**src/soc_pkg.sv**
```systemverilog
////////////////////////////////////////
// Peripheral subsystem definitions.
// Bus widths, address map and register layout.
////////////////////////////////////////
package soc_pkg;

  ////////////////////////////////////////
  // Bus widths and types.
  ////////////////////////////////////////

  localparam int unsigned BusDataWidth  = 32;
  localparam int unsigned BusAddrWidth  = 32;
  localparam int unsigned BusByteEnable = 4;
  localparam int unsigned DevAddrWidth  = 12;

  typedef logic [BusDataWidth-1:0]  bus_data_t;
  typedef logic [BusAddrWidth-1:0]  bus_addr_t;
  typedef logic [BusByteEnable-1:0] bus_be_t;
  typedef logic [DevAddrWidth-1:0]  dev_addr_t;

  ////////////////////////////////////////
  // Address map.
  ////////////////////////////////////////

  localparam bus_addr_t RamBase  = 32'h0000_0000;
  localparam bus_addr_t GpioBase = 32'h8000_0000;
  localparam bus_addr_t PwmBase  = 32'h8000_1000;

  // Each device owns a 4 KiB window.
  localparam bus_addr_t DevMask  = 32'h0000_0FFF;

  ////////////////////////////////////////
  // Register layout.
  ////////////////////////////////////////

  localparam dev_addr_t GpioOutOffset = 12'h000;
  localparam dev_addr_t GpioInOffset  = 12'h004;

  // PWM counter width, duty in 7:0 and period in 15:8.
  localparam int unsigned PwmCtrSize = 8;

endpackage

```
**src/dev_bus_if.sv**
```systemverilog
////////////////////////////////////////
// Device register bus.
// One request per access, answered one cycle later.
////////////////////////////////////////
`timescale 1ns/1ps

interface dev_bus_if;

  // Request side, driven by the decoder.
  logic               req;
  logic               we;
  soc_pkg::dev_addr_t addr;
  soc_pkg::bus_be_t   be;
  soc_pkg::bus_data_t wdata;

  // Response side, driven by the device.
  logic               rvalid;
  soc_pkg::bus_data_t rdata;

  modport host (
    output req,
    output we,
    output addr,
    output be,
    output wdata,
    input  rvalid,
    input  rdata
  );

  modport device (
    input  req,
    input  we,
    input  addr,
    input  be,
    input  wdata,
    output rvalid,
    output rdata
  );

endinterface

```
**src/gpio_regs.sv**
```systemverilog
////////////////////////////////////////
// GPIO output register and input readback.
////////////////////////////////////////
`timescale 1ns/1ps

module gpio_regs #(
  parameter int unsigned GpiWidth = 13,
  parameter int unsigned GpoWidth = 24
) (
  input  logic                clk_sys_i,
  input  logic                rst_n_i,
  dev_bus_if.device           bus_i,
  input  logic [GpiWidth-1:0] gp_i,
  output logic [GpoWidth-1:0] gp_o
);

  logic [GpoWidth-1:0] gpo_q;
  logic [GpiWidth-1:0] gpi_meta_q;
  logic [GpiWidth-1:0] gpi_sync_q;
  logic                out_wr;

  assign out_wr = bus_i.req & bus_i.we & (bus_i.addr == soc_pkg::GpioOutOffset);
  assign gp_o   = gpo_q;

  // Output register, one byte lane per enable.
  always_ff @(posedge clk_sys_i or negedge rst_n_i) begin
    if (!rst_n_i) begin
      gpo_q <= '0;
    end else if (out_wr) begin
      for (int b = 0; b < GpoWidth; b++) begin
        if (bus_i.be[b / 8]) begin
          gpo_q[b] <= bus_i.wdata[b];
        end
      end
    end
  end

  // Two-flop input synchronizer.
  always_ff @(posedge clk_sys_i or negedge rst_n_i) begin
    if (!rst_n_i) begin
      gpi_meta_q <= '0;
      gpi_sync_q <= '0;
    end else begin
      gpi_meta_q <= gp_i;
      gpi_sync_q <= gpi_meta_q;
    end
  end

  // Readback. Unknown offsets read zero.
  always_ff @(posedge clk_sys_i) begin
    if (bus_i.req) begin
      case (bus_i.addr)
        soc_pkg::GpioOutOffset: bus_i.rdata <= soc_pkg::bus_data_t'(gpo_q);
        soc_pkg::GpioInOffset:  bus_i.rdata <= soc_pkg::bus_data_t'(gpi_sync_q);
        default:                bus_i.rdata <= '0;
      endcase
    end
  end

  always_ff @(posedge clk_sys_i or negedge rst_n_i) begin
    if (!rst_n_i) begin
      bus_i.rvalid <= 1'b0;
    end else begin
      bus_i.rvalid <= bus_i.req;
    end
  end

  // Answer comes next cycle with no new request on top of it.
  rvalid_lat_a: assert property (@(posedge clk_sys_i) disable iff (!rst_n_i)
    bus_i.req |=> (bus_i.rvalid && !bus_i.req));

endmodule

```
**src/flat_wrapper.sv**
```systemverilog
// flat-port wrapper written by rule: the top's interface ports become plain ports
module gpio_regs_flat 
#(
  parameter int unsigned GpiWidth = 13,
  parameter int unsigned GpoWidth = 24
)
  (clk_sys_i, rst_n_i, gp_i, gp_o, bus_i_req, bus_i_we, bus_i_addr, bus_i_be, bus_i_wdata, bus_i_rvalid, bus_i_rdata);
  dev_bus_if bus_i_i ();
  input  logic clk_sys_i;
  input  logic rst_n_i;
  input  logic [GpiWidth-1:0] gp_i;
  output logic [GpoWidth-1:0] gp_o;
  input wire logic [$bits(bus_i_i.req)-1:0] bus_i_req;
  input wire logic [$bits(bus_i_i.we)-1:0] bus_i_we;
  input wire logic [$bits(bus_i_i.addr)-1:0] bus_i_addr;
  input wire logic [$bits(bus_i_i.be)-1:0] bus_i_be;
  input wire logic [$bits(bus_i_i.wdata)-1:0] bus_i_wdata;
  output wire logic [$bits(bus_i_i.rvalid)-1:0] bus_i_rvalid;
  output wire logic [$bits(bus_i_i.rdata)-1:0] bus_i_rdata;
  assign bus_i_i.req = bus_i_req;
  assign bus_i_i.we = bus_i_we;
  assign bus_i_i.addr = bus_i_addr;
  assign bus_i_i.be = bus_i_be;
  assign bus_i_i.wdata = bus_i_wdata;
  assign bus_i_rvalid = bus_i_i.rvalid;
  assign bus_i_rdata = bus_i_i.rdata;
  gpio_regs #(.GpiWidth(GpiWidth), .GpoWidth(GpoWidth)) u_core (.clk_sys_i(clk_sys_i), .rst_n_i(rst_n_i), .bus_i(bus_i_i), .gp_i(gp_i), .gp_o(gp_o));
endmodule
```
**config.mk**
```make
export PLATFORM = sky130hd
export DESIGN_NAME = gpio_regs_flat
export DESIGN_NICKNAME = d
export VERILOG_FILES = /design/src/soc_pkg.sv /design/src/dev_bus_if.sv /design/src/gpio_regs.sv /design/src/flat_wrapper.sv
export SDC_FILE = /design/constraint.sdc
export NUM_CORES = 1
export LEC_CHECK = 0
export ABC_AREA = 1
export BUFFER_PORTS_ARGS = -buffer_cell sky130_fd_sc_hd__buf_2
export CORE_MARGIN = 3
export CORE_UTILIZATION = 50
export CTS_CLUSTER_SIZE = 24
export DETAILED_ROUTE_END_ITERATION = 8
export GPL_TIMING_DRIVEN = 0
export HOLD_SLACK_MARGIN = 0.12
export PLACE_DENSITY = 0.87
export SLEW_MARGIN = 0
export SYNTH_ARGS = -nofsm -noshare
export SYNTH_HDL_FRONTEND = slang
export SYNTH_SLANG_ARGS = --single-unit
export TNS_END_PERCENT = 20
```
**constraint.sdc**
```tcl
create_clock -name clk_sys_i -period 2.05 [get_ports clk_sys_i]
set_input_delay 0.41 -clock clk_sys_i [delete_from_list [all_inputs] [get_ports clk_sys_i]]
set_output_delay 0.41 -clock clk_sys_i [all_outputs]
set_load 0.01 [all_outputs]
```
Word-level counts from Yosys, hierarchy flattened. Index checks and enable logic that the tools add are counted.

Add/sub/neg operators: 0. $mul: 0. Divide/modulo/power cells: 0. $lt $le $gt $ge: 0. Equality and inequality tests: 1. Shift-type cells: 0. Mux-type cells: 1. Bitwise gates (word level): 2. Reductions and logical operators: 4.

Operators by type and width (number): case mux 24 bit (2 select lines) (1); equality test 12 x 3 -> 1 bit, second input constant (1); zero test 12 bit (1); AND reduction 2 bit (3); AND 1 bit (2).

Bits in registers: 83. Latch bits: 0. Memory bits (writable): 0. Memory bits (read-only): 0. Input bits: 65. Output and inout port bits: 57. Logic and storage cells: 15. Memories kept: 0.

Depth between registers and ports, before layout.
Depth after elaboration: 3. Mapped depth: 7. Mapped depth without buffers: 7.

Least setup slack after synthesis. Ideal clock, no wire load.

Path type: input to register. From: input port bus_i_addr[11]. To: register u_core.bus_i.rdata[11] (data pin). Setup time: 0.131 ns. Arrival: 1.174 ns. Data required time: 1.919 ns. Path slack: 0.745 ns. Stages: 7. Path buffers: 2. Path through: nor2_1 nand2_1 nor2_4 buf_6 buf_4 nand3_1 nand2_1.

Word-level cells in the longest chain between the ends: 2. Elaborated cells on any way between the ends: 3. Those cells by class: eq/ne (1); mux (1); reduce/logical (1).

Ends and longest elaborated chain: start: declaration (RTL line flat_wrapper.sv:15) `input wire logic [$bits(bus_i_i.addr)-1:0] bus_i_addr;`; equality test 12 x 3 -> 1 bit / zero test 12 bit (equally long branches) (RTL line gpio_regs.sv:52) `case (bus_i.addr)`; case mux 24 bit (2 select lines) * (RTL line gpio_regs.sv:52); end signal: assignment (RTL line gpio_regs.sv:53) `soc_pkg::GpioOutOffset: bus_i.rdata <= soc_pkg::bus_data_t'(gpo_q);`; end signal: assignment (RTL line gpio_regs.sv:54) `soc_pkg::GpioInOffset: bus_i.rdata <= soc_pkg::bus_data_t'(gpi_sync_q);`; end: declaration (RTL line dev_bus_if.sv:37) `output rdata`.

Every way passes the cells marked *; elsewhere a longest branch is shown, timed or not. A chain may end at the register's enable or synchronous reset.

Final worst setup path.
From: input port bus_i_req. To: register u_core.gpo_q[8], in the netlist u_core.gp_o[8].

Word-level cells in the longest chain between the ends: 3.

Ends and longest elaborated chain: start: declaration (RTL line flat_wrapper.sv:13) `input wire logic [$bits(bus_i_i.req)-1:0] bus_i_req;`; AND 1 bit (2 in series) (RTL line gpio_regs.sv:22) `assign out_wr = bus_i.req & bus_i.we & (bus_i.addr == soc_pkg::GpioOutOffset);`; AND reduction 2 bit (no line); end signal: indexed assignment (RTL line gpio_regs.sv:32) `gpo_q[b] <= bus_i.wdata[b];`; end: declaration (RTL line gpio_regs.sv:17) `logic [GpoWidth-1:0] gpo_q;`.

No other way between the ends.

==> flow_metrics.tcl <==
set metrics [dict create \
    status "complete, no violations" \
    yosys-top-cells-area "dfrtp_1, edfxtp_1, nand2_1, nand3_1, buf_4" \
    routed_wl_um 6020 \
    pin_count 122 \
    clockBufferDepth 2 \
    place_hpwl_um 4420 \
    seqCellArea_mm2 0.00200 \
    via_per_inst 4.66 \
    num_antenna_cells 0 \
    power_leakage_nw 1.93 \
    synth.distinct_cells 18 \
    yosysWarningCount 0 \
    worst_slew_pin_slew_ns 1.08 \
    area_delta_synth_final_pct 28.7 \
    clk_latency_ns 0.34 \
    drt_iter0_drc 138 \
    synth_area_per_cell_um2 11.4 \
    cts_sinks 75 \
    syn_area_mm2 0.00282 \
    cts_hold_buf 0 \
    synth_seq_cells 75 \
    hold_class "primary input to flip-flop" \
    r2r_cells 2 \
    slew_headroom_pct 27.9 \
    port_buffers 104 \
    power_density_mw_per_mm2 756 \
    netlist.top_cell.by_area "dfrtp_1" \
    fin_crit_ns 1.62 \
    core_area_mm2 0.00527 \
    slew_violations 0 \
    path_max_fanout 26 \
    cp-end-kind "flip-flop" \
    drt-wirelength-per-cell_um 13.5 \
    arrival_ns 1.84 \
    fmax_ghz 0.616 \
    hold_viol_final 0 \
    row_count 26 \
    dr.pass1.iters 4 \
    start_util_pct 53.4 \
    place.gp.congestion 0.808 \
    final_nets 435 \
    worstSetupPathType "primary input to flip-flop" \
    root_buffer "clkbuf_8" \
    final.setup.tns_ns 0 \
    critPathRequiredTime_ns 2.27 \
    grt_pass1_wl_um 9260 \
    post_cts_buffers 0 \
    maxCapViolations 0 \
    grt_pass1_vias 1980 \
    die_x_um 81.1 \
    period_share_pct 79.1 \
    antenna_left 0 \
    fin_skew_ns 0.0156 \
    netlist_instances 248 \
    fin_util_pct 68.8 \
    synth_top_area_share_pct 45.3 \
    whs_path_depth 1 \
    die-area_mm2 0.00657 \
    routed-via-count 2074 \
    cts_tree "yes" \
    grt_max_degree 52 \
    cts_resized 0 \
    die_y_um 81.1 \
    cp-start-kind "primary input" \
    grt-ovfl-total 0 \
    synth-seq-area-share_pct 70.9 \
    drive_above_1_share_pct 37.1 \
    n_fill_cell 415 \
    rsz0062_at_grt "no" \
    antenna_found_initial 0 \
    fin_area_mm2 0.00362 \
    track_usage_pct 19.4 \
    clkTransAtPathRegs_ns 0.07 \
    ir_drop_mv 0.574 \
    place_area_mm2 0.00345 \
    cts_made_buffers 9 \
    drc 0 \
    multi_input_area_um2 672 \
    setup_violations 0 \
    h-tree-depth 3 \
]
-- worst paths after layout --
kind,to,from,slack [ns]
setup / recovery,u_core.gp_o[8],bus_i_req,0.43
hold / removal,u_core.gpi_meta_q[11],gp_i[11],0.18
setup reg to reg,u_core.bus_i.rdata[11],u_core.gp_o[11],1.23
hold reg to reg,u_core.gpi_sync_q[5],u_core.gpi_meta_q[5],0.35
max in group asynchronous,u_core.gp_o[17],rst_n_i,1.12
min in group asynchronous,u_core.gp_o[2],rst_n_i,0.26
-- sequential cells by signal, summed over array words and instances, names as in the netlist --
signal	flops
u_core.bus_i.rdata	24
u_core.bus_i.rvalid	1
u_core.gp_o	24
u_core.gpi_meta_q	13
u_core.gpi_sync_q	13
-- per-stage QoR --
stage | std cells | total power [mW] | hold slack, ns | worst slack, ns
after global routing | 445 | 2.84 | 0.160 | 0.271
after CTS | 445 | 2.74 | 0.171 | 0.414
after floorplan | 255 | 1.67 | 0.114 | 0.745
final | 445 | 2.74 | 0.176 | 0.428
after global placement | 429 | 1.77 | 0.334 | 0.122
after detailed placement | 429 | 1.78 | 0.335 | 0.0860
-- cell usage in the layout, fill, tap and decap left out, drive strengths merged --
cell / n
nand3: 27
and3b: 1
buf: 118
inv: 15
nor2: 21
and2: 1
nand4: 3
clkbuf: 13
nand2: 89
clkinv: 4
dfrtp: 51
edfxtp: 24
conb: 8
-- synth_stat cells --
master,n
clkbuf_1,1
conb_1,1
buf_4,10
inv_1,15
dfrtp_1,51
nand4_4,1
buf_2,1
nand3_1,26
nand2_1,88
nor2_1,17
nand3_4,1
buf_6,3
edfxtp_1,24
nor2_4,4
and2_1,1
nand4_1,2
and3b_1,1
nand2_2,1
-- kinds of logic (layout without fill, tap and decap cells) --
kind of cell / after synthesis / count (layout) / share of synthesized area, %
buf+inv: 30 / 150 / 6.17
flops: 75 / 75 / 70.9
other cells: 1 / 8 / 0.133
simple gates: 142 / 142 / 22.8
-- worst max-delay path, stage by stage --
cell     delay [ns]
buf_2          0.45
nand2_1        0.13
inv_1          0.21
nand4_1        0.40
nand2_1        0.18
nand2_1        0.06
-- metal layers --
layer / GRT usage [%] / share of wire, %
met2: 31.7 / 50
met1: 23.8 / 40
met4: 10.1 / 2.1
met5: 0 / 0
met3: 5.10 / 7.5
-- cell type report --
| class | count | share of cell area, % |
|---|---|---|
| inverters | 15 | 1.55 |
| clock buffers | 12 | 4.01 |
| repair buffers | 104 | 14.4 |
| multi-input cells | 150 | 18.5 |
| flip-flops and latches | 75 | 55.1 |
| clock inverters | 4 | 0.760 |
| plain buffers | 15 | 3.25 |
| well taps | 70 | 2.42 |
-- power breakdown --
group | internal, mW | switching, mW | total [mW]
logic | 0.0642 | 0.0830 | 0.147
registers | 1.59 | 0.0120 | 1.60
clock network | 0.474 | 0.517 | 0.991
Note: power is estimated with default switching activity, not from simulation.
