==> config.mk <==
export PLATFORM = sky130hd
export DESIGN_NAME = pwm_bank_flat
export DESIGN_NICKNAME = d
export VERILOG_FILES = /design/src/soc_pkg.sv /design/src/dev_bus_if.sv /design/src/pwm_bank.sv /design/src/flat_wrapper.sv
export SDC_FILE = /design/constraint.sdc
export NUM_CORES = 1
export LEC_CHECK = 0
export BUFFER_PORTS_ARGS = -buffer_cell sky130_fd_sc_hd__clkbuf_2
export CAP_MARGIN = 20
export CORE_MARGIN = 8
export CORE_UTILIZATION = 42
export DETAILED_ROUTE_END_ITERATION = 7
export GPL_ROUTABILITY_DRIVEN = 0
export PLACE_DENSITY_LB_ADDON = 0.3
export SLEW_MARGIN = 20
export SYNTH_ARGS = -nofsm -noshare
export SYNTH_HDL_FRONTEND = slang
export SYNTH_SLANG_ARGS = --single-unit
==> constraint.sdc <==
create_clock -name clk_sys_i -period 2.5 [get_ports clk_sys_i]
set_input_delay 0.5 -clock clk_sys_i [delete_from_list [all_inputs] [get_ports clk_sys_i]]
set_output_delay 0.5 -clock clk_sys_i [all_outputs]
set_load 0.05 [all_outputs]
==> src/soc_pkg.sv <==
////////////////////////////////////////
// Peripheral subsystem definitions.
// Bus widths, address map and register layout.
////////////////////////////////////////
package soc_pkg;

  ////////////////////////////////////////
  // Bus widths and types.
  ////////////////////////////////////////

  localparam int unsigned BusDataWidth  = 32;
  localparam int unsigned BusAddrWidth  = 32;
  localparam int unsigned BusByteEnable = 4;
  localparam int unsigned DevAddrWidth  = 12;

  typedef logic [BusDataWidth-1:0]  bus_data_t;
  typedef logic [BusAddrWidth-1:0]  bus_addr_t;
  typedef logic [BusByteEnable-1:0] bus_be_t;
  typedef logic [DevAddrWidth-1:0]  dev_addr_t;

  ////////////////////////////////////////
  // Address map.
  ////////////////////////////////////////

  localparam bus_addr_t RamBase  = 32'h0000_0000;
  localparam bus_addr_t GpioBase = 32'h8000_0000;
  localparam bus_addr_t PwmBase  = 32'h8000_1000;

  // Each device owns a 4 KiB window.
  localparam bus_addr_t DevMask  = 32'h0000_0FFF;

  ////////////////////////////////////////
  // Register layout.
  ////////////////////////////////////////

  localparam dev_addr_t GpioOutOffset = 12'h000;
  localparam dev_addr_t GpioInOffset  = 12'h004;

  // PWM counter width, duty in 7:0 and period in 15:8.
  localparam int unsigned PwmCtrSize = 8;

endpackage

==> src/dev_bus_if.sv <==
////////////////////////////////////////
// Device register bus.
// One request per access, answered one cycle later.
////////////////////////////////////////
`timescale 1ns/1ps

interface dev_bus_if;

  // Request side, driven by the decoder.
  logic               req;
  logic               we;
  soc_pkg::dev_addr_t addr;
  soc_pkg::bus_be_t   be;
  soc_pkg::bus_data_t wdata;

  // Response side, driven by the device.
  logic               rvalid;
  soc_pkg::bus_data_t rdata;

  modport host (
    output req,
    output we,
    output addr,
    output be,
    output wdata,
    input  rvalid,
    input  rdata
  );

  modport device (
    input  req,
    input  we,
    input  addr,
    input  be,
    input  wdata,
    output rvalid,
    output rdata
  );

endinterface

==> src/pwm_bank.sv <==
////////////////////////////////////////
// PWM channel bank.
// Per channel duty/period register and counter.
////////////////////////////////////////
`timescale 1ns/1ps

module pwm_bank #(
  parameter int unsigned PwmWidth   = 12,
  parameter int unsigned PwmCtrSize = 8
) (
  input  logic                clk_sys_i,
  input  logic                rst_n_i,
  dev_bus_if.device           bus_i,
  output logic [PwmWidth-1:0] pwm_o
);

  localparam int unsigned ChanIdxWidth = soc_pkg::DevAddrWidth - 2;

  logic [PwmCtrSize-1:0]   duty_q   [PwmWidth];
  logic [PwmCtrSize-1:0]   period_q [PwmWidth];
  logic [PwmCtrSize-1:0]   ctr_q    [PwmWidth];
  logic [ChanIdxWidth-1:0] chan_idx;
  soc_pkg::bus_data_t      rd_word;

  // One register per word.
  assign chan_idx = bus_i.addr[soc_pkg::DevAddrWidth-1:2];

  for (genvar i = 0; i < PwmWidth; i++) begin : gen_chan
    logic wr_en;

    assign wr_en = bus_i.req & bus_i.we & (chan_idx == ChanIdxWidth'(i));

    // Lane 0 holds duty, lane 1 period. A write restarts the counter.
    always_ff @(posedge clk_sys_i or negedge rst_n_i) begin
      if (!rst_n_i) begin
        duty_q[i]   <= '0;
        period_q[i] <= '0;
        ctr_q[i]    <= '0;
      end else if (wr_en) begin
        if (bus_i.be[0]) begin
          duty_q[i] <= bus_i.wdata[PwmCtrSize-1:0];
        end
        if (bus_i.be[1]) begin
          period_q[i] <= bus_i.wdata[2*PwmCtrSize-1:PwmCtrSize];
        end
        ctr_q[i] <= '0;
      end else if (ctr_q[i] == period_q[i]) begin
        ctr_q[i] <= '0;
      end else begin
        ctr_q[i] <= ctr_q[i] + 1'b1;
      end
    end

    // High while below duty.
    assign pwm_o[i] = (ctr_q[i] < duty_q[i]);

    ctr_bound_a: assert property (@(posedge clk_sys_i) disable iff (!rst_n_i)
      ctr_q[i] <= period_q[i]);
  end

  always_comb begin
    rd_word = '0;
    for (int i = 0; i < PwmWidth; i++) begin
      if (chan_idx == ChanIdxWidth'(i)) begin
        rd_word = soc_pkg::bus_data_t'({period_q[i], duty_q[i]});
      end
    end
  end

  always_ff @(posedge clk_sys_i) begin
    if (bus_i.req) begin
      bus_i.rdata <= rd_word;
    end
  end

  always_ff @(posedge clk_sys_i or negedge rst_n_i) begin
    if (!rst_n_i) begin
      bus_i.rvalid <= 1'b0;
    end else begin
      bus_i.rvalid <= bus_i.req;
    end
  end

endmodule

==> src/flat_wrapper.sv <==
// flat-port wrapper written by rule: the top's interface ports become plain ports
module pwm_bank_flat 
#(
  parameter int unsigned PwmWidth   = 12,
  parameter int unsigned PwmCtrSize = 8
)
  (clk_sys_i, rst_n_i, pwm_o, bus_i_req, bus_i_we, bus_i_addr, bus_i_be, bus_i_wdata, bus_i_rvalid, bus_i_rdata);
  dev_bus_if bus_i_i ();
  input  logic clk_sys_i;
  input  logic rst_n_i;
  output logic [PwmWidth-1:0] pwm_o;
  input wire logic [$bits(bus_i_i.req)-1:0] bus_i_req;
  input wire logic [$bits(bus_i_i.we)-1:0] bus_i_we;
  input wire logic [$bits(bus_i_i.addr)-1:0] bus_i_addr;
  input wire logic [$bits(bus_i_i.be)-1:0] bus_i_be;
  input wire logic [$bits(bus_i_i.wdata)-1:0] bus_i_wdata;
  output wire logic [$bits(bus_i_i.rvalid)-1:0] bus_i_rvalid;
  output wire logic [$bits(bus_i_i.rdata)-1:0] bus_i_rdata;
  assign bus_i_i.req = bus_i_req;
  assign bus_i_i.we = bus_i_we;
  assign bus_i_i.addr = bus_i_addr;
  assign bus_i_i.be = bus_i_be;
  assign bus_i_i.wdata = bus_i_wdata;
  assign bus_i_rvalid = bus_i_i.rvalid;
  assign bus_i_rdata = bus_i_i.rdata;
  pwm_bank #(.PwmWidth(PwmWidth), .PwmCtrSize(PwmCtrSize)) u_core (.clk_sys_i(clk_sys_i), .rst_n_i(rst_n_i), .bus_i(bus_i_i), .pwm_o(pwm_o));
endmodule
-- Yosys cells after proc, flatten, opt, wreduce, memory -nomap -nowiden
Cells that the tools add are included.
- input port bits: 52
- flip-flop bits (word level): 321
- mux-type cells: 36
- order comparisons: 12
- equal/unequal tests: 23
- add/sub/neg operators: 12
- bitwise gates (word level): 13
- reduce and logical (&&, ||, !) cells: 26
- operators with widths (cell ; count):
    16-bit two-way mux ; 12
    8-bit two-way mux ; 24
    8-bit by 1-bit adder with 8-bit output, second input constant ; 12
    8-bit equality test ; 12
    8-bit less-than comparator ; 12
    2-bit AND reduction ; 24
    10-bit by 3-bit equality test with 1-bit output, second input constant ; 4
    10-bit by 4-bit equality test with 1-bit output, second input constant ; 4
    10-bit by 2-bit equality test with 1-bit output, second input constant ; 2
    1-bit bitwise AND ; 13
    11-bit OR reduction ; 1
    10-bit by 1-bit equality test with 1-bit output, second input constant ; 1
    10-bit zero test ; 1

-- Longest topological paths before layout
- depth in word-level cells: 13
- depth in mapped cells: 9
- mapped depth without buffers: 7

-- Least setup slack after synthesis
OpenSTA, ideal clock, no wires.
- path kind: reg-to-output
- from: register u_core.ctr_q[33] in the netlist's numbering
- to: output pwm_o[7]
- stages on the path, launching flop included: 7
- arrival: 2.133 ns
- buffers on the path: 0
- slack: -0.133 ns
- cell sequence: dfrtp_1 > ha_1 > a21o_1 > a21oi_1 > o21ai_0 > a211o_1 > a21oi_1
- longest elaborated chain between the ends: 1
- RTL lines (what ; line ; text):
    start, declared ; pwm_bank.sv:21 ; logic [PwmCtrSize-1:0] ctr_q [PwmWidth];
    start signal, assigned by index ; pwm_bank.sv:50 ; ctr_q[i] <= ctr_q[i] + 1'b1;
    8-bit less-than comparator ; pwm_bank.sv:55 ; assign pwm_o[i] = (ctr_q[i] < duty_q[i]);
    end, declared ; flat_wrapper.sv:11 ; output logic [PwmWidth-1:0] pwm_o;
Every way passes these cells.

-- Worst setup path after layout
Ends and elaborated chain as after synthesis.

==> results list <==
* Leak pwr: 9.558 nW
- Simple-gate area share of the yosys netlist: 0.1179
- The startpoint identified for the worst hold timing path is bus_i_req.
- Timing would allow up to 360.7 MHz.
* # port buffers: 60
- Initial cell density of the core: 0.4248
* Most numerous cell types in the synthesized netlist: sky130_fd_sc_hd__dfrtp_1, sky130_fd_sc_hd__mux2_2, sky130_fd_sc_hd__nor2_1
* Area overhead of the layout relative to synthesis: 21.35%
- Cell types with the largest area share after synthesis: sky130_fd_sc_hd__dfrtp_1, sky130_fd_sc_hd__mux2_2, sky130_fd_sc_hd__ha_1
- Before CTS, the worst setup slack after placement is -0.2122 ns.
- The setup path with the least slack is of type register to output port.
- Clock Pin Slew Worst Setup and Hold Paths: 0.06 ns
- Master cell of the clock root buffer: sky130_fd_sc_hd__clkbuf_16
- Worst path max stage delay: 0.38 ns
- Number of flops mapped to enable cells by yosys: 16
* Hold WS: 0.4761 ns
* Number of instances on the worst hold path: 2
* Dominant cell type by area after synthesis: sky130_fd_sc_hd__dfrtp_1
- Number of sinks handled by clock tree synthesis: 305
* Data required time at the worst endpoint: 2.00 ns
* Worst Setup Start Kind: register
- Total number of placement rows: 73
- In this run the critical register-to-register path is launched from u_core.duty_q[81]$_DFFE_PN0P_.
- Floorplan die width: 216.2 µm
- Pin placement for this block handled 97 I/O pins.
* Count of warnings emitted by yosys: 0
* Largest net degree at the start of global routing: 59
- Part of the Yosys area used for sequential elements: 0.4579
- HPWL reported at the end of detailed placement: 37560 µm
- Critical path cell sequence: ha_1 -> a21o_1 -> a21oi_2 -> o21ai_2 -> a211o_1 -> a21oi_4 -> buf_8
* Core area: 0.03964 mm²
- Maximum fanout count along the critical path: 2
- The fraction of the mapped netlist area in compound gates is 0.1059.
- Data arrival time at the worst-slack endpoint: 2.27 ns
- Number of global-route vias before repair: 13262
- Inst Count DP: 2271
- Power per standard cell area: 676.0 mW/mm²
- The worst setup path is captured at an output port.
- Across every metal layer, demand over resource in global routing totals 0.2208.
- After detailed routing, the number of vias per cell comes to 5.609.
* Y dimension of the die: 216.2 µm
- Clock period minus worst slack: 2.772 ns
- CTS built an H-tree with a depth of 2.
- The max-slew violation total from the final report is 0.
- Setup repair after global routing missed its margin: yes
* First-pass GRT wire length: 80120 µm
* GRT overflow: 0
- Register-to-Register Path Depth: 8
* Worst clock skew: 0.02281 ns
- In this run, synthesis produced a sequential element count of 305.
- The floorplan step defined a die boundary enclosing 0.04676 mm².
* Max transition margin: 0.5897
- The checks that failed: negative setup slack.
- The final hold violation count was 0.
- Total of endpoints with negative setup slack in the final report: 7
- Worst hold path class: primary input to register
- Slew at the pin closest to its max-slew limit: 0.6155 ns
- Share of final-layout standard cells stronger than drive strength 1: 0.2965
- Drt first-iter violations: 1249
- The most used flip-flop cell after synthesis is sky130_fd_sc_hd__dfrtp_1.
- For this run, asynchronously set or reset flops after synthesis account for 0.9475.
* Dominant combinational cell family by area after synthesis: simple AND/OR/NAND/NOR gates
* Final critical-path setup slack: -0.2725 ns
- Counting the buffers created by CTS gives 35.
- After synthesis, the share of cell area in mux cells is 0.1148.
- Status: finished with violations
- Crit path from: u_core.ctr_q[33]$_DFF_PN0_
* Initial antenna violation count: 0
* Critical-path cell with the highest stage delay: sky130_fd_sc_hd__dfrtp_1
* Worst-Skew Late Latency: 0.53 ns
- Adder-Cell Fraction of Synth Area: 0.07132
- Of the total synthesized cell area, the portion taken by XOR and XNOR cells is 0.08737.
* Total DRC errors in the routed layout: 0
* Dominant cell by count in the synthesized netlist: sky130_fd_sc_hd__dfrtp_1
* Synth top area share: 0.4294
* Antenna cell count: 0
- Post-detailed-route wirelength per cell: 22.08 µm
- TritonCTS built the clock tree.
- Synth Area per Inst: 10.47 µm²
- In the finished design, the share of the clock period the worst path needs comes to 1.109.
* Total number of nets in the final design: 1973
- Once detail routing completed, the nets flagged for antenna violations numbered 0.
* Number of distinct library cells after synthesis: 65
- Summing every instance area after synthesis gives 0.01684 mm².
- The pre-antenna-repair detailed-routing pass consisted of 6 iterations.
* Non-filler instance count after layout: 2373
- Synthesis produced 1609 cells.
- The clock passes through at most 3 buffers.
* Number of violations of the max-capacitance limit: 0
- Wires add up to 52400 µm.
* Count of vias placed by the detailed router: 13310
* IR drop worst, VDD: 0.0003844 V
==> state kept, by name, indices dropped and copies added (netlist names) <==
name / flops
u_core.bus_i.rvalid: 1
u_core.bus_i.rdata: 16
u_core.ctr_q: 96
u_core.duty_q: 96
u_core.period_q: 96
==> routing by layer <==
metal	vias to the layer above	global-route usage	wire length (µm)
met4	0	0.07169	1544
met5	-	0	0
li1	6033	-	-
met2	529	0.3355	22960
met1	6655	0.3143	23500
met3	93	0.04150	4394
==> cells in the final DEF (no fill, tap or decap), types with 22 or more instances in the layout <==
master                        n
sky130_fd_sc_hd__inv_1       89
sky130_fd_sc_hd__dfrtp_2     28
sky130_fd_sc_hd__ha_1        84
sky130_fd_sc_hd__dfrtp_1    261
sky130_fd_sc_hd__a21oi_1     28
sky130_fd_sc_hd__and3_1      25
sky130_fd_sc_hd__nor2_1     138
sky130_fd_sc_hd__xnor2_1    115
sky130_fd_sc_hd__nand4_1     27
sky130_fd_sc_hd__a21o_1      22
sky130_fd_sc_hd__o21ai_0     76
sky130_fd_sc_hd__nand3_1     60
sky130_fd_sc_hd__mux2_2     145
sky130_fd_sc_hd__clkbuf_16   35
sky130_fd_sc_hd__buf_4      167
sky130_fd_sc_hd__nand2_1    107
sky130_fd_sc_hd__xor2_1      53
sky130_fd_sc_hd__clkbuf_2    47
sky130_fd_sc_hd__o22ai_1     29
==> final timing paths <==
path | endpoint | slack [ns]
worst max-delay path | pwm_o[7] | -0.27
worst min-delay path | u_core.bus_i.rvalid$_DFF_PN0_ | 0.48
worst max register to register | u_core.bus_i.rdata[1]$_DFFE_PP_ | 0.33
worst min register to register | u_core.duty_q[82]$_DFFE_PN0P_ | 0.51
max in group asynchronous | u_core.ctr_q[13]$_DFF_PN0_ | 1.25
min in group asynchronous | u_core.ctr_q[68]$_DFF_PN0_ | 0.54
==> power breakdown <==
part / switching, W / internal [W] / leakage, nW
logic: 0.00187 / 0.00147 / 5.19
clock network: 0.00202 / 0.00284 / 0.523
registers: 0.000349 / 0.00527 / 3.85
==> cell families (layout without fill, tap and decap cells) <==
group / after synthesis / after routing
AND/OR/NAND/NOR: 416 / 416
flip-flops: 305 / 305
AO/OA/AOI/OAI: 280 / 280
buffers and inverters: 173 / 397
multiplexers: 170 / 170
XOR/XNOR: 168 / 168
adder cells (fa/ha/maj): 96 / 96
other: 1 / 16
==> area by class of cell <==
type,count,area (µm²)
repair buffers,235,1829
clock buffers,51,985.9
clock inverters,9,76.32
flip-flops and latches,305,7747
fillers,3531,19200
inverters,102,382.9
multi-input cells,1146,8758
well taps,525,656.9
==> worst max-delay path: cells and delay by family (launching register included) <==
kind / cells / cell delay, ns
DFF: 1 / 0.38
buffers and inverters: 1 / 0.17
adders and majority gates: 1 / 0.29
AOI/OAI and AO/OA: 5 / 0.90
==> per-stage QoR <==
stage | setup TNS, ns | area (µm²) | util | power (W)
2_1_floorplan | 0 | 16920 | - | 0.007438
3_3_place_gp | -2.439 | 18610 | 0.4695 | 0.008533
3_5_place_dp | -4.217 | 18610 | 0.4695 | 0.008590
4_1_cts | -1.452 | 20220 | 0.5100 | 0.01374
5_1_grt | -2.168 | 20440 | 0.5156 | 0.01448
6_report | -1.083 | 20440 | 0.5156 | 0.01381
==> timing repair <==
action | in CTS | in global routing
setup endpoints to repair | 12 | 12
hold buffers | 1 | 0
setup buffers | 28 | 13
resized for setup | 106 | 34
endpoints found under the hold margin | 49 | 0
pin swaps | 48 | 4
No activity file was read; power rests on OpenSTA's default activity.
