===== config.mk =====
export PLATFORM = sky130hd
export DESIGN_NAME = bus_decoder_flat
export DESIGN_NICKNAME = d
export VERILOG_FILES = /design/src/soc_pkg.sv /design/src/dev_bus_if.sv /design/src/bus_decoder.sv /design/src/flat_wrapper.sv
export SDC_FILE = /design/constraint.sdc
export NUM_CORES = 1
export LEC_CHECK = 0
export BUFFER_PORTS_ARGS = -buffer_cell sky130_fd_sc_hd__buf_4
export CORE_AREA = 2 2 139 141
export CTS_CLUSTER_SIZE = 12
export DETAILED_ROUTE_END_ITERATION = 10
export DIE_AREA = 0 0 141 143
export SLEW_MARGIN = 20
export SYNTH_ARGS = -nofsm -noshare
export SYNTH_HDL_FRONTEND = slang
export SYNTH_SLANG_ARGS = --single-unit

===== constraint.sdc =====
create_clock -name clk_sys_i -period 1.1 [get_ports clk_sys_i]
set_clock_uncertainty 0.05 [all_clocks]
set_input_delay 0 -clock clk_sys_i [delete_from_list [all_inputs] [get_ports clk_sys_i]]
set_output_delay 0 -clock clk_sys_i [all_outputs]
set_load 0.01 [all_outputs]

===== src/soc_pkg.sv =====
////////////////////////////////////////
// Peripheral subsystem definitions.
// Bus widths, address map and register layout.
////////////////////////////////////////
package soc_pkg;

  ////////////////////////////////////////
  // Bus widths and types.
  ////////////////////////////////////////

  localparam int unsigned BusDataWidth  = 32;
  localparam int unsigned BusAddrWidth  = 32;
  localparam int unsigned BusByteEnable = 4;
  localparam int unsigned DevAddrWidth  = 12;

  typedef logic [BusDataWidth-1:0]  bus_data_t;
  typedef logic [BusAddrWidth-1:0]  bus_addr_t;
  typedef logic [BusByteEnable-1:0] bus_be_t;
  typedef logic [DevAddrWidth-1:0]  dev_addr_t;

  ////////////////////////////////////////
  // Address map.
  ////////////////////////////////////////

  localparam bus_addr_t RamBase  = 32'h0000_0000;
  localparam bus_addr_t GpioBase = 32'h8000_0000;
  localparam bus_addr_t PwmBase  = 32'h8000_1000;

  // Each device owns a 4 KiB window.
  localparam bus_addr_t DevMask  = 32'h0000_0FFF;

  ////////////////////////////////////////
  // Register layout.
  ////////////////////////////////////////

  localparam dev_addr_t GpioOutOffset = 12'h000;
  localparam dev_addr_t GpioInOffset  = 12'h004;

  // PWM counter width, duty in 7:0 and period in 15:8.
  localparam int unsigned PwmCtrSize = 8;

endpackage


===== src/dev_bus_if.sv =====
////////////////////////////////////////
// Device register bus.
// One request per access, answered one cycle later.
////////////////////////////////////////
`timescale 1ns/1ps

interface dev_bus_if;

  // Request side, driven by the decoder.
  logic               req;
  logic               we;
  soc_pkg::dev_addr_t addr;
  soc_pkg::bus_be_t   be;
  soc_pkg::bus_data_t wdata;

  // Response side, driven by the device.
  logic               rvalid;
  soc_pkg::bus_data_t rdata;

  modport host (
    output req,
    output we,
    output addr,
    output be,
    output wdata,
    input  rvalid,
    input  rdata
  );

  modport device (
    input  req,
    input  we,
    input  addr,
    input  be,
    input  wdata,
    output rvalid,
    output rdata
  );

endinterface


===== src/bus_decoder.sv =====
////////////////////////////////////////
// Wishbone classic slave and address decoder.
// Runs one device access at a time.
////////////////////////////////////////
`timescale 1ns/1ps

module bus_decoder (
  input  logic               clk_sys_i,
  input  logic               rst_n_i,

  input  logic               wb_cyc_i,
  input  logic               wb_stb_i,
  input  logic               wb_we_i,
  input  soc_pkg::bus_addr_t wb_adr_i,
  input  soc_pkg::bus_be_t   wb_sel_i,
  input  soc_pkg::bus_data_t wb_dat_i,
  output soc_pkg::bus_data_t wb_dat_o,
  output logic               wb_ack_o,
  output logic               wb_err_o,

  dev_bus_if.host            ram_o,
  dev_bus_if.host            gpio_o,
  dev_bus_if.host            pwm_o
);

  logic               busy_q;
  logic               err_q;
  logic               accept;
  logic               sel_ram;
  logic               sel_gpio;
  logic               sel_pwm;
  logic               mapped;
  soc_pkg::bus_addr_t base_addr;
  soc_pkg::dev_addr_t dev_offset;

  // Window base and local offset.
  assign base_addr  = wb_adr_i & ~soc_pkg::DevMask;
  assign dev_offset = wb_adr_i[soc_pkg::DevAddrWidth-1:0];

  assign sel_ram  = (base_addr == soc_pkg::RamBase);
  assign sel_gpio = (base_addr == soc_pkg::GpioBase);
  assign sel_pwm  = (base_addr == soc_pkg::PwmBase);
  assign mapped   = sel_ram | sel_gpio | sel_pwm;

  assign accept = wb_cyc_i & wb_stb_i & ~busy_q;

  ////////////////////////////////////////
  // Device requests.
  ////////////////////////////////////////

  assign ram_o.req   = accept & sel_ram;
  assign ram_o.we    = wb_we_i;
  assign ram_o.addr  = dev_offset;
  assign ram_o.be    = wb_sel_i;
  assign ram_o.wdata = wb_dat_i;

  assign gpio_o.req   = accept & sel_gpio;
  assign gpio_o.we    = wb_we_i;
  assign gpio_o.addr  = dev_offset;
  assign gpio_o.be    = wb_sel_i;
  assign gpio_o.wdata = wb_dat_i;

  assign pwm_o.req   = accept & sel_pwm;
  assign pwm_o.we    = wb_we_i;
  assign pwm_o.addr  = dev_offset;
  assign pwm_o.be    = wb_sel_i;
  assign pwm_o.wdata = wb_dat_i;

  ////////////////////////////////////////
  // Response path.
  ////////////////////////////////////////

  // Only the addressed device answers.
  assign wb_ack_o = ram_o.rvalid | gpio_o.rvalid | pwm_o.rvalid;
  assign wb_err_o = err_q;

  always_comb begin
    wb_dat_o = '0;
    if (ram_o.rvalid) begin
      wb_dat_o = ram_o.rdata;
    end else if (gpio_o.rvalid) begin
      wb_dat_o = gpio_o.rdata;
    end else if (pwm_o.rvalid) begin
      wb_dat_o = pwm_o.rdata;
    end
  end

  // Busy from acceptance until ack or err.
  always_ff @(posedge clk_sys_i or negedge rst_n_i) begin
    if (!rst_n_i) begin
      busy_q <= 1'b0;
      err_q  <= 1'b0;
    end else begin
      err_q <= accept & ~mapped;
      if (accept) begin
        busy_q <= 1'b1;
      end else if (wb_ack_o || err_q) begin
        busy_q <= 1'b0;
      end
    end
  end

  // At most one request or answer in flight.
  onehot_req_a: assert property (@(posedge clk_sys_i) disable iff (!rst_n_i)
    $onehot0({ram_o.req, gpio_o.req, pwm_o.req,
              ram_o.rvalid, gpio_o.rvalid, pwm_o.rvalid}));

  // A device answer and a decode error never coincide.
  ack_err_excl_a: assert property (@(posedge clk_sys_i) disable iff (!rst_n_i)
    !(wb_ack_o && wb_err_o));

endmodule


===== src/flat_wrapper.sv =====
// flat-port wrapper written by rule: the top's interface ports become plain ports
module bus_decoder_flat 
  (clk_sys_i, rst_n_i, wb_cyc_i, wb_stb_i, wb_we_i, wb_adr_i, wb_sel_i, wb_dat_i, wb_dat_o, wb_ack_o, wb_err_o, ram_o_req, ram_o_we, ram_o_addr, ram_o_be, ram_o_wdata, ram_o_rvalid, ram_o_rdata, gpio_o_req, gpio_o_we, gpio_o_addr, gpio_o_be, gpio_o_wdata, gpio_o_rvalid, gpio_o_rdata, pwm_o_req, pwm_o_we, pwm_o_addr, pwm_o_be, pwm_o_wdata, pwm_o_rvalid, pwm_o_rdata);
  dev_bus_if ram_o_i ();
  dev_bus_if gpio_o_i ();
  dev_bus_if pwm_o_i ();
  input  logic clk_sys_i;
  input  logic rst_n_i;
  input  logic wb_cyc_i;
  input  logic wb_stb_i;
  input  logic wb_we_i;
  input  soc_pkg::bus_addr_t wb_adr_i;
  input  soc_pkg::bus_be_t wb_sel_i;
  input  soc_pkg::bus_data_t wb_dat_i;
  output soc_pkg::bus_data_t wb_dat_o;
  output logic wb_ack_o;
  output logic wb_err_o;
  output wire logic [$bits(ram_o_i.req)-1:0] ram_o_req;
  output wire logic [$bits(ram_o_i.we)-1:0] ram_o_we;
  output wire logic [$bits(ram_o_i.addr)-1:0] ram_o_addr;
  output wire logic [$bits(ram_o_i.be)-1:0] ram_o_be;
  output wire logic [$bits(ram_o_i.wdata)-1:0] ram_o_wdata;
  input wire logic [$bits(ram_o_i.rvalid)-1:0] ram_o_rvalid;
  input wire logic [$bits(ram_o_i.rdata)-1:0] ram_o_rdata;
  output wire logic [$bits(gpio_o_i.req)-1:0] gpio_o_req;
  output wire logic [$bits(gpio_o_i.we)-1:0] gpio_o_we;
  output wire logic [$bits(gpio_o_i.addr)-1:0] gpio_o_addr;
  output wire logic [$bits(gpio_o_i.be)-1:0] gpio_o_be;
  output wire logic [$bits(gpio_o_i.wdata)-1:0] gpio_o_wdata;
  input wire logic [$bits(gpio_o_i.rvalid)-1:0] gpio_o_rvalid;
  input wire logic [$bits(gpio_o_i.rdata)-1:0] gpio_o_rdata;
  output wire logic [$bits(pwm_o_i.req)-1:0] pwm_o_req;
  output wire logic [$bits(pwm_o_i.we)-1:0] pwm_o_we;
  output wire logic [$bits(pwm_o_i.addr)-1:0] pwm_o_addr;
  output wire logic [$bits(pwm_o_i.be)-1:0] pwm_o_be;
  output wire logic [$bits(pwm_o_i.wdata)-1:0] pwm_o_wdata;
  input wire logic [$bits(pwm_o_i.rvalid)-1:0] pwm_o_rvalid;
  input wire logic [$bits(pwm_o_i.rdata)-1:0] pwm_o_rdata;
  assign ram_o_req = ram_o_i.req;
  assign ram_o_we = ram_o_i.we;
  assign ram_o_addr = ram_o_i.addr;
  assign ram_o_be = ram_o_i.be;
  assign ram_o_wdata = ram_o_i.wdata;
  assign ram_o_i.rvalid = ram_o_rvalid;
  assign ram_o_i.rdata = ram_o_rdata;
  assign gpio_o_req = gpio_o_i.req;
  assign gpio_o_we = gpio_o_i.we;
  assign gpio_o_addr = gpio_o_i.addr;
  assign gpio_o_be = gpio_o_i.be;
  assign gpio_o_wdata = gpio_o_i.wdata;
  assign gpio_o_i.rvalid = gpio_o_rvalid;
  assign gpio_o_i.rdata = gpio_o_rdata;
  assign pwm_o_req = pwm_o_i.req;
  assign pwm_o_we = pwm_o_i.we;
  assign pwm_o_addr = pwm_o_i.addr;
  assign pwm_o_be = pwm_o_i.be;
  assign pwm_o_wdata = pwm_o_i.wdata;
  assign pwm_o_i.rvalid = pwm_o_rvalid;
  assign pwm_o_i.rdata = pwm_o_rdata;
  bus_decoder u_core (.clk_sys_i(clk_sys_i), .rst_n_i(rst_n_i), .wb_cyc_i(wb_cyc_i), .wb_stb_i(wb_stb_i), .wb_we_i(wb_we_i), .wb_adr_i(wb_adr_i), .wb_sel_i(wb_sel_i), .wb_dat_i(wb_dat_i), .wb_dat_o(wb_dat_o), .wb_ack_o(wb_ack_o), .wb_err_o(wb_err_o), .ram_o(ram_o_i), .gpio_o(gpio_o_i), .pwm_o(pwm_o_i));
endmodule

== Word-level counts from Yosys, hierarchy flattened ==
Index checks and enable logic that the tools add are counted.
Operators by class
  equality and inequality tests: 2
  multiplexer cells: 5
  bitwise operators: 12
  reductions and logical operators: 3
Operator list (number)
  $mux 32: 3
  $eq 20x20->1 const B: 2
  $logic_not 32->1: 1
  $and 1x1->1: 6
  $or 1x1->1: 4
  $mux 1: 2
  $not 1->1: 2
  $reduce_bool 2->1: 1
  $logic_or 1x1->1: 1
Storage, ports and cells
  register bits: 2
  input bits: 172
  output and inout bits: 184
  word-level logic and storage cells: 24

== Longest topological paths before layout ==
Gate-level depths: netlist of the first run.
  depth in word-level cells: 5
  depth in mapped cells: 5
  gate-level depth less buffers: 3

== Worst setup path after synthesis of the first run ==
Ideal clock, no wire load.
  path type: reg2out
  start: reg u_core.busy_q
  end: out ram_o_req
  arrival time: 1.124 ns
  data required time: 1.050 ns
  setup slack: -0.074 ns
  cell stages (with the launch flop): 4
  path buffers: 0
  path through: dfrtp_1 > nand3b_1 > or3_1 > nor3_1
Between the ends
  cells in the longest elaborated chain, start to end: 3
RTL lines
  start: declaration: RTL line bus_decoder.sv:26  | logic busy_q;
  start signal: assignment: RTL line bus_decoder.sv:91  | busy_q <= 1'b0;
  start signal: assignment: RTL line bus_decoder.sv:96  | busy_q <= 1'b1;
  start signal: assignment: RTL line bus_decoder.sv:98  | busy_q <= 1'b0;
  $not 1->1: RTL line bus_decoder.sv:45  | assign accept = wb_cyc_i & wb_stb_i & ~busy_q;
  $and 1x1->1: RTL line bus_decoder.sv:45
  $and 1x1->1: RTL line bus_decoder.sv:51  | assign ram_o.req = accept & sel_ram;
  end: declaration: RTL line flat_wrapper.sv:18  | output wire logic [$bits(ram_o_i.req)-1:0] ram_o_req;
Every way passes these cells.

== Worst setup path after layout of the first run ==
Same ends and word-level chain as after synthesis.

==> results by group, run 1 <==
Outcome
  – Failing checks: negative setup slack
  – Status: finished, violations left

Synth
  – Avg Inst Size Synth: 6.70 µm²
  – Most frequent cells after synthesis: buf_4 (150), nand2_1 (34), a22oi_1 (31), o21ai_0 (28), clkbuf_1 (6)
  – Yosys Warn Count: 0
  – Netlist Area Pre-Place: 1880 µm²
  – Post-synth ARST share: 1.00
  – Number of flops mapped to enable cells by yosys: 0
  – Distinct cell type count of the synthesized netlist: 20
  – Synthesized net count: ~450
  – Top cell type's share of synthesized area: 0.598
  – Post-synth top area cell: buf_4
  – Top cells by area, synth: buf_4 (60%), a22oi_1 (12%), o21ai_0 (7.4%)
  – Cells after synthesis: ~280
  – Ys flop type: dfrtp_1
  – Synth Register Bits: 2
  – Seq/Total Area, Yosys: 0.0266
  – Top-count cell post-synth: buf_4

GRT
  – First-pass GRT wire length: just over 10 mm
  – Met2 Usage GRT: 0.129
  – GRT Util Overall: 0.0644
  – GR Layer Usage met3: 0.0127
  – Met1 Use GR: 0.0714
  – Largest net degree at the start of global routing: 24
  – Grt peak-use layer: met2
  – Vias in the first global route: approximately 1900
  – Total gr overflow: 0
  – Initial antenna violation count: 0

Timing
  – Final hold vios: 0
  – Post-route setup slack: -0.325 ns
  – Fin crit period: 1.43 ns
  – Post-route clock period utilization: 1.30
  – RSZ-0062 raised after global routing: yes
  – Setup TNS: -0.915 ns
  – Fin. max-slew vios: 0
  – Final Setup Violations: 3
  – Max Clock Freq: approximately 700 MHz
  – Slew @ Worst Pin: 0.372 ns
  – Rel. slew slack: 0.751

Place
  – Gpl congestion: approximately 0.66
  – Setup WS pre-CTS: -0.118 ns
  – Port Buffers: roughly 160
  – Hpwl dp: 5.92 mm

Clock tree
  – Clk slew on worst S/H paths: around 0.030 ns
  – Worst skew pair latency: 0.22 ns
  – Clk root buf: clkbuf_16
  – Clock H-tree levels: 1
  – Clock Path Buffers: 2
  – CTS Sinks: 2
  – Post-CTS setup buffer count: 0
  – Cts bufs inserted: 3
  – CTS tree: yes

Cells and area
  – Layout Nets: 518
  – Antenna cells: 0
  – P&R area growth vs syn: 54.0%
  – Fraction of layout cells with a size suffix above 1: 0.517

Worst setup path
  – Buffers plus inverters on the worst setup path: 1
  – Worst Setup Start Kind: flip-flop
  – Crit-path slowest cell: dfrtp_1
  – Worst Path Arrival: 1.38 ns
  – Top delay family on crit path: simple AND/OR/NAND/NOR gates
  – Critical Path RT: roughly 1.1 ns
  – Crit Path Class: flip-flop to output pin
  – Critical Path, Cell by Cell: nand3b_1 -> or3_1 -> nor3_2 -> buf_4
  – CP peak stage delay: around 0.36 ns
  – Crit Path Max Fanout: 3
  – Crit. End Element: output pin

Routing
  – Pre-antenna DRT Iters: 4
  – Vias: 1991
  – Vias/cell: roughly 3.4
  – Drt wl/cell: 13.0 µm
  – Routed WL: between 7 and 8 mm
  – Detailed router's first-iteration violation count: between 80 and 90
  – ANT nets after route: 0
  – Number of remaining DRC errors: 0

Die
  – Die span in y: approximately 140 µm
  – I/O pins: between 300 and 400
  – Die width: 141 µm
  – Starting density of the core: 0.101
  – DIE AREA: slightly above 20000 µm²
  – Row count: 50
  – Core Area: 18600 µm²

Worst hold path
  – Hold/Removal Path Class: input pin to async pin

Pwr
  – Combinational cell fraction of total power: 0.659
  – Flop pwr share: 0.044
  – Cell Pwr Density: about 630 nW/µm²
  – Maximum vdd drop: between 300 and 400 µV
  – Clock share of power: 0.296
  – Net load switching power: roughly 650 µW
  – Lkg Pwr: 1.32 nW
  – Final Power: 1.83 mW
  – Internal: between 1 and 1.5 mW
  – Sw Share: 0.356

Flow run
  – Max-Cap Viols: 0
## layer usage
metal / part of all wire / vias up
met3: 0.090 / 0
met2: 0.56 / 181
li1: - / 926
met1: 0.35 / 884
met5: 0 / -
met4: 0 / 0
## through the flow
step	cell area [µm²]	util	std cells	hold slack [ns]
after floorplan	1890	-	281	-0.346
after global placement	2320	0.125	525	-0.257
after detailed placement	2320	0.125	525	-0.256
after CTS	2900	0.156	578	0.0670
after global routing	2900	0.156	578	0.0856
final	2900	0.156	578	0.0685
## worst register-to-register path, delay by kind of cell, from the launching register on
kind,cells,cell delay (ns)
simple gates,1,0.21
compound gates,1,0.23
buf+inv,1,0.17
flops,1,0.36
## area by class of cell
type / count / area (µm²)
timing repair buffer: 221 / 1810
multi-input combinational: 118 / 669
clock buffer: 3 / 75.1
sequential: 2 / 50.0
fill: 2121 / 15700
tap: 234 / 293
## flip-flops by register name (all words and copies together) (netlist names)
register	cells
u_core.busy_q	1
u_core.wb_err_o	1
## cells in the final DEF, fill, tap and decap left out, drive strengths merged
| master | instances |
|---|---|
| nor2b | 1 |
| nand2 | 34 |
| dfrtp | 2 |
| nor4 | 6 |
| a22oi | 31 |
| and3b | 1 |
| nor3 | 1 |
| nand3 | 2 |
| o21ba | 1 |
| nand2b | 3 |
| nand3b | 1 |
| a21oi | 1 |
| buf | 171 |
| clkbuf | 3 |
| o21ai | 33 |
| or3 | 2 |
| dlygate4sd3 | 50 |
| nor2 | 1 |
## power by group through the flow
stage	registers (mW)	logic, mW	clock network, mW
floorplan	0.0822	0.811	0
global placement	0.0815	0.843	0
detailed placement	0.0817	0.849	0
CTS	0.0810	1.22	0.554
global route	0.0811	1.31	0.560
finish	0.0808	1.21	0.542
## cells by family after synthesis
| group | Yosys count | share of synthesized area |
|---|---|---|
| compound gates | 66 | 0.219 |
| flops | 2 | 0.0266 |
| buf+inv | 161 | 0.623 |
| simple gates | 52 | 0.131 |
## repair_timing
| item | 4_1_cts | 5_1_grt |
|---|---|---|
| endpoints found under the hold margin | 149 | 0 |
| pin swaps | 0 | 0 |
| hold buffers | 50 | 0 |
| gates resized for setup | 1 | 1 |
| endpoints found under the setup margin | 4 | 5 |
| cloned | 0 | 0 |
## path summary, 6_finish.rpt
| check | startpoint | endpoint | slack (ns) | cells after the start |
|---|---|---|---|---|
| max reg2reg | u_core.busy_q$_DFFE_PN0P_ | u_core.wb_err_o$_DFF_PN0_ | 0.03 | 3 |
| min | rst_n_i | u_core.wb_err_o$_DFF_PN0_ | 0.07 | 2 |
| min reg2reg | u_core.busy_q$_DFFE_PN0P_ | u_core.busy_q$_DFFE_PN0P_ | 0.49 | 2 |
| max in group asynchronous | rst_n_i | u_core.busy_q$_DFFE_PN0P_ | 0.83 | 2 |
| max | u_core.busy_q$_DFFE_PN0P_ | ram_o_req | -0.33 | 4 |
| min in group clk_sys_i | wb_adr_i[30] | u_core.wb_err_o$_DFF_PN0_ | 0.07 | 4 |
(Power assumes the default switching activity.)
==> inputs of run 2 (changes only) <==
==> constraint.sdc (replaced) <==
create_clock -name clk_sys_i -period 1.6 [get_ports clk_sys_i]
set_clock_uncertainty 0.05 [all_clocks]
set_input_delay 0 -clock clk_sys_i [delete_from_list [all_inputs] [get_ports clk_sys_i]]
set_output_delay 0 -clock clk_sys_i [all_outputs]
set_load 0.01 [all_outputs]
==> run 2 against run 1 <==
Net effect: the run now ends clean; total power down 33%; count of clock-buffer cells in the layout unchanged; worst hold slack better by 0.011 ns; combinational power down 33%; first-iteration DRC count down 34%; largest cell class unchanged; largest power group unchanged.
==> results by group, run 2 (same netlist as run 1, synthesis figures left out) <==
Outcome
  – Status: complete, no violations

GRT
  – Initial antenna violation count: 0
  – First-pass GRT wire length: between 10 and 15 mm
  – Vias in the first global route: between 1500 and 2000
  – Largest net degree at the start of global routing: 66
  – GRT Util Overall: 0.0657
  – Total gr overflow: 0

Routing
  – Vias/cell: approximately 3.5
  – Detailed router's first-iteration violation count: 54
  – ANT nets after route: 0
  – Vias: 1972
  – Pre-antenna DRT Iters: 7
  – Drt wl/cell: 13.4 µm
  – Number of remaining DRC errors: 0
  – Routed WL: between 7 and 8 mm

Worst setup path
  – Crit. End Element: output pin
  – Worst Setup Start Kind: flip-flop
  – Critical Path, Cell by Cell: nand3b_1 -> or3_1 -> nor3_1 -> buf_4
  – Crit Path Max Fanout: 3
  – Critical Path RT: roughly 1.6 ns
  – Worst Path Arrival: around 1.4 ns
  – Crit-path slowest cell: dfrtp_1
  – CP peak stage delay: around 0.36 ns
  – Crit Path Class: flip-flop to output pin

Cells and area
  – Commonest non-fill, non-tap cell in the layout: buf_4
  – Most frequent cells in the layout: buf_4 (163), dlygate4sd3_1 (50), nand2_1 (34)
  – Antenna cells: 0
  – Non-filler cells, final: 570
  – P&R area growth vs syn: 49.0%
  – Layout Nets: 510
  – Fraction of layout cells with a size suffix above 1: 0.503

Worst hold path
  – Hold/Removal Path Class: input pin to async pin

Place
  – Gpl congestion: approximately 0.62
  – Hpwl dp: about 6 mm
  – Setup WS pre-CTS: ~0.22 ns
  – Port Buffers: ~160
  – DP Cell Count: between 500 and 600

Clock tree
  – CTS tree: yes
  – Clk root buf: clkbuf_16
  – Clock Path Buffers: 2
  – Resized cells post-CTS: 0
  – CTS Sinks: 2
  – Clock H-tree levels: 1
  – Clk slew on worst S/H paths: ~0.030 ns
  – Worst skew pair latency: 0.22 ns
  – Cts bufs inserted: 3

Pwr
  – Maximum vdd drop: around 220 µV
  – Lkg Pwr: between 1 and 1.5 nW
  – Cell Pwr Density: between 400 and 500 nW/µm²

Timing
  – Fin crit period: 1.48 ns
  – Max Clock Freq: 675 MHz
  – Setup TNS: 0 ns
  – Slew @ Worst Pin: between 0.6 and 0.7 ns
  – Post-route clock period utilization: 0.926
  – Post-route setup slack: 0.118 ns
  – Final Setup Violations: 0
  – Final hold vios: 0
  – RSZ-0062 raised after global routing: no
  – Rel. slew slack: 0.589
  – Fin. max-slew vios: 0

Die
  – Die width: approximately 140 µm
  – DIE AREA: just over 20000 µm²
  – Row count: 50
  – Die span in y: between 100 and 150 µm
  – Core Area: about 19000 µm²
  – Starting density of the core: 0.101
  – I/O pins: around 360

Flow run
  – Max-Cap Viols: 0
-- run 2: cell types whose count changed in the layout (fill, tap and decap cells not counted) --
cell	previous run	this run
o21ai_1	6	5
buf_4	168	163
nor3_1	0	1
o21ai_0	27	28
buf_12	2	0
nor3_2	1	0
buf_6	1	0
-- run 2: critical path, delay by kind of cell (launching register included) --
| family | cells | cell delay (ns) |
|---|---|---|
| buf+inv | 1 | 0.15 |
| flops | 1 | 0.36 |
| simple gates | 3 | 0.70 |
-- run 2: power by group --
group | switching (mW) | internal, mW | total (mW)
clock network | 0.0510 | 0.317 | 0.368
registers | 0.00179 | 0.0542 | 0.0560
logic | 0.390 | 0.418 | 0.808
total | 0.443 | 0.790 | 1.23
-- run 2: worst paths after layout --
| kind | depth (start not counted) | endpoint | startpoint | slack (ns) |
|---|---|---|---|---|
| max in group asynchronous | 2 | u_core.wb_err_o$_DFF_PN0_ | rst_n_i | 1.32 |
| hold reg to reg | 2 | u_core.busy_q$_DFFE_PN0P_ | u_core.busy_q$_DFFE_PN0P_ | 0.49 |
| hold / removal | 2 | u_core.busy_q$_DFFE_PN0P_ | rst_n_i | 0.08 |
| setup reg to reg | 3 | u_core.wb_err_o$_DFF_PN0_ | u_core.busy_q$_DFFE_PN0P_ | 0.50 |
| setup / recovery | 4 | ram_o_req | u_core.busy_q$_DFFE_PN0P_ | 0.12 |
| min in group clk_sys_i | 4 | u_core.wb_err_o$_DFF_PN0_ | wb_adr_i[30] | 0.09 |
-- run 2: metrics by stage --
stage	hold slack, ns	util	cell area, µm²	total power [mW]
6_report	0.0796	0.151	2810	1.23
2_1_floorplan	-0.346	-	1880	0.614
3_5_place_dp	-0.257	0.120	2220	0.616
3_3_place_gp	-0.252	0.120	2220	0.611
5_1_grt	0.0856	0.151	2810	1.32
4_1_cts	0.0828	0.151	2800	1.24
-- run 2: metal layers --
layer / track usage / wire, µm / vias to the layer above
met2: 0.144 / 4340 / 187
met4: 0.00526 / 25 / 0
met5: 0 / 0 / -
met3: 0.0117 / 679 / 5
li1: - / - / 911
met1: 0.0654 / 2590 / 869
-- run 2: repair_timing --
action / in CTS / in global routing
hold endpoints to repair: 149 / 0
hold buffers: 50 / 0
setup buffers: 0 / 1
setup endpoints to repair: 0 / 1
-- run 2: final cells by class --
class / count / area, µm²
clock buffers: 3 / 75.1
multi-input cells: 118 / 664
well taps: 234 / 293
repair buffers: 213 / 1720
flip-flops and latches: 2 / 50.0
fillers: 2124 / 15800
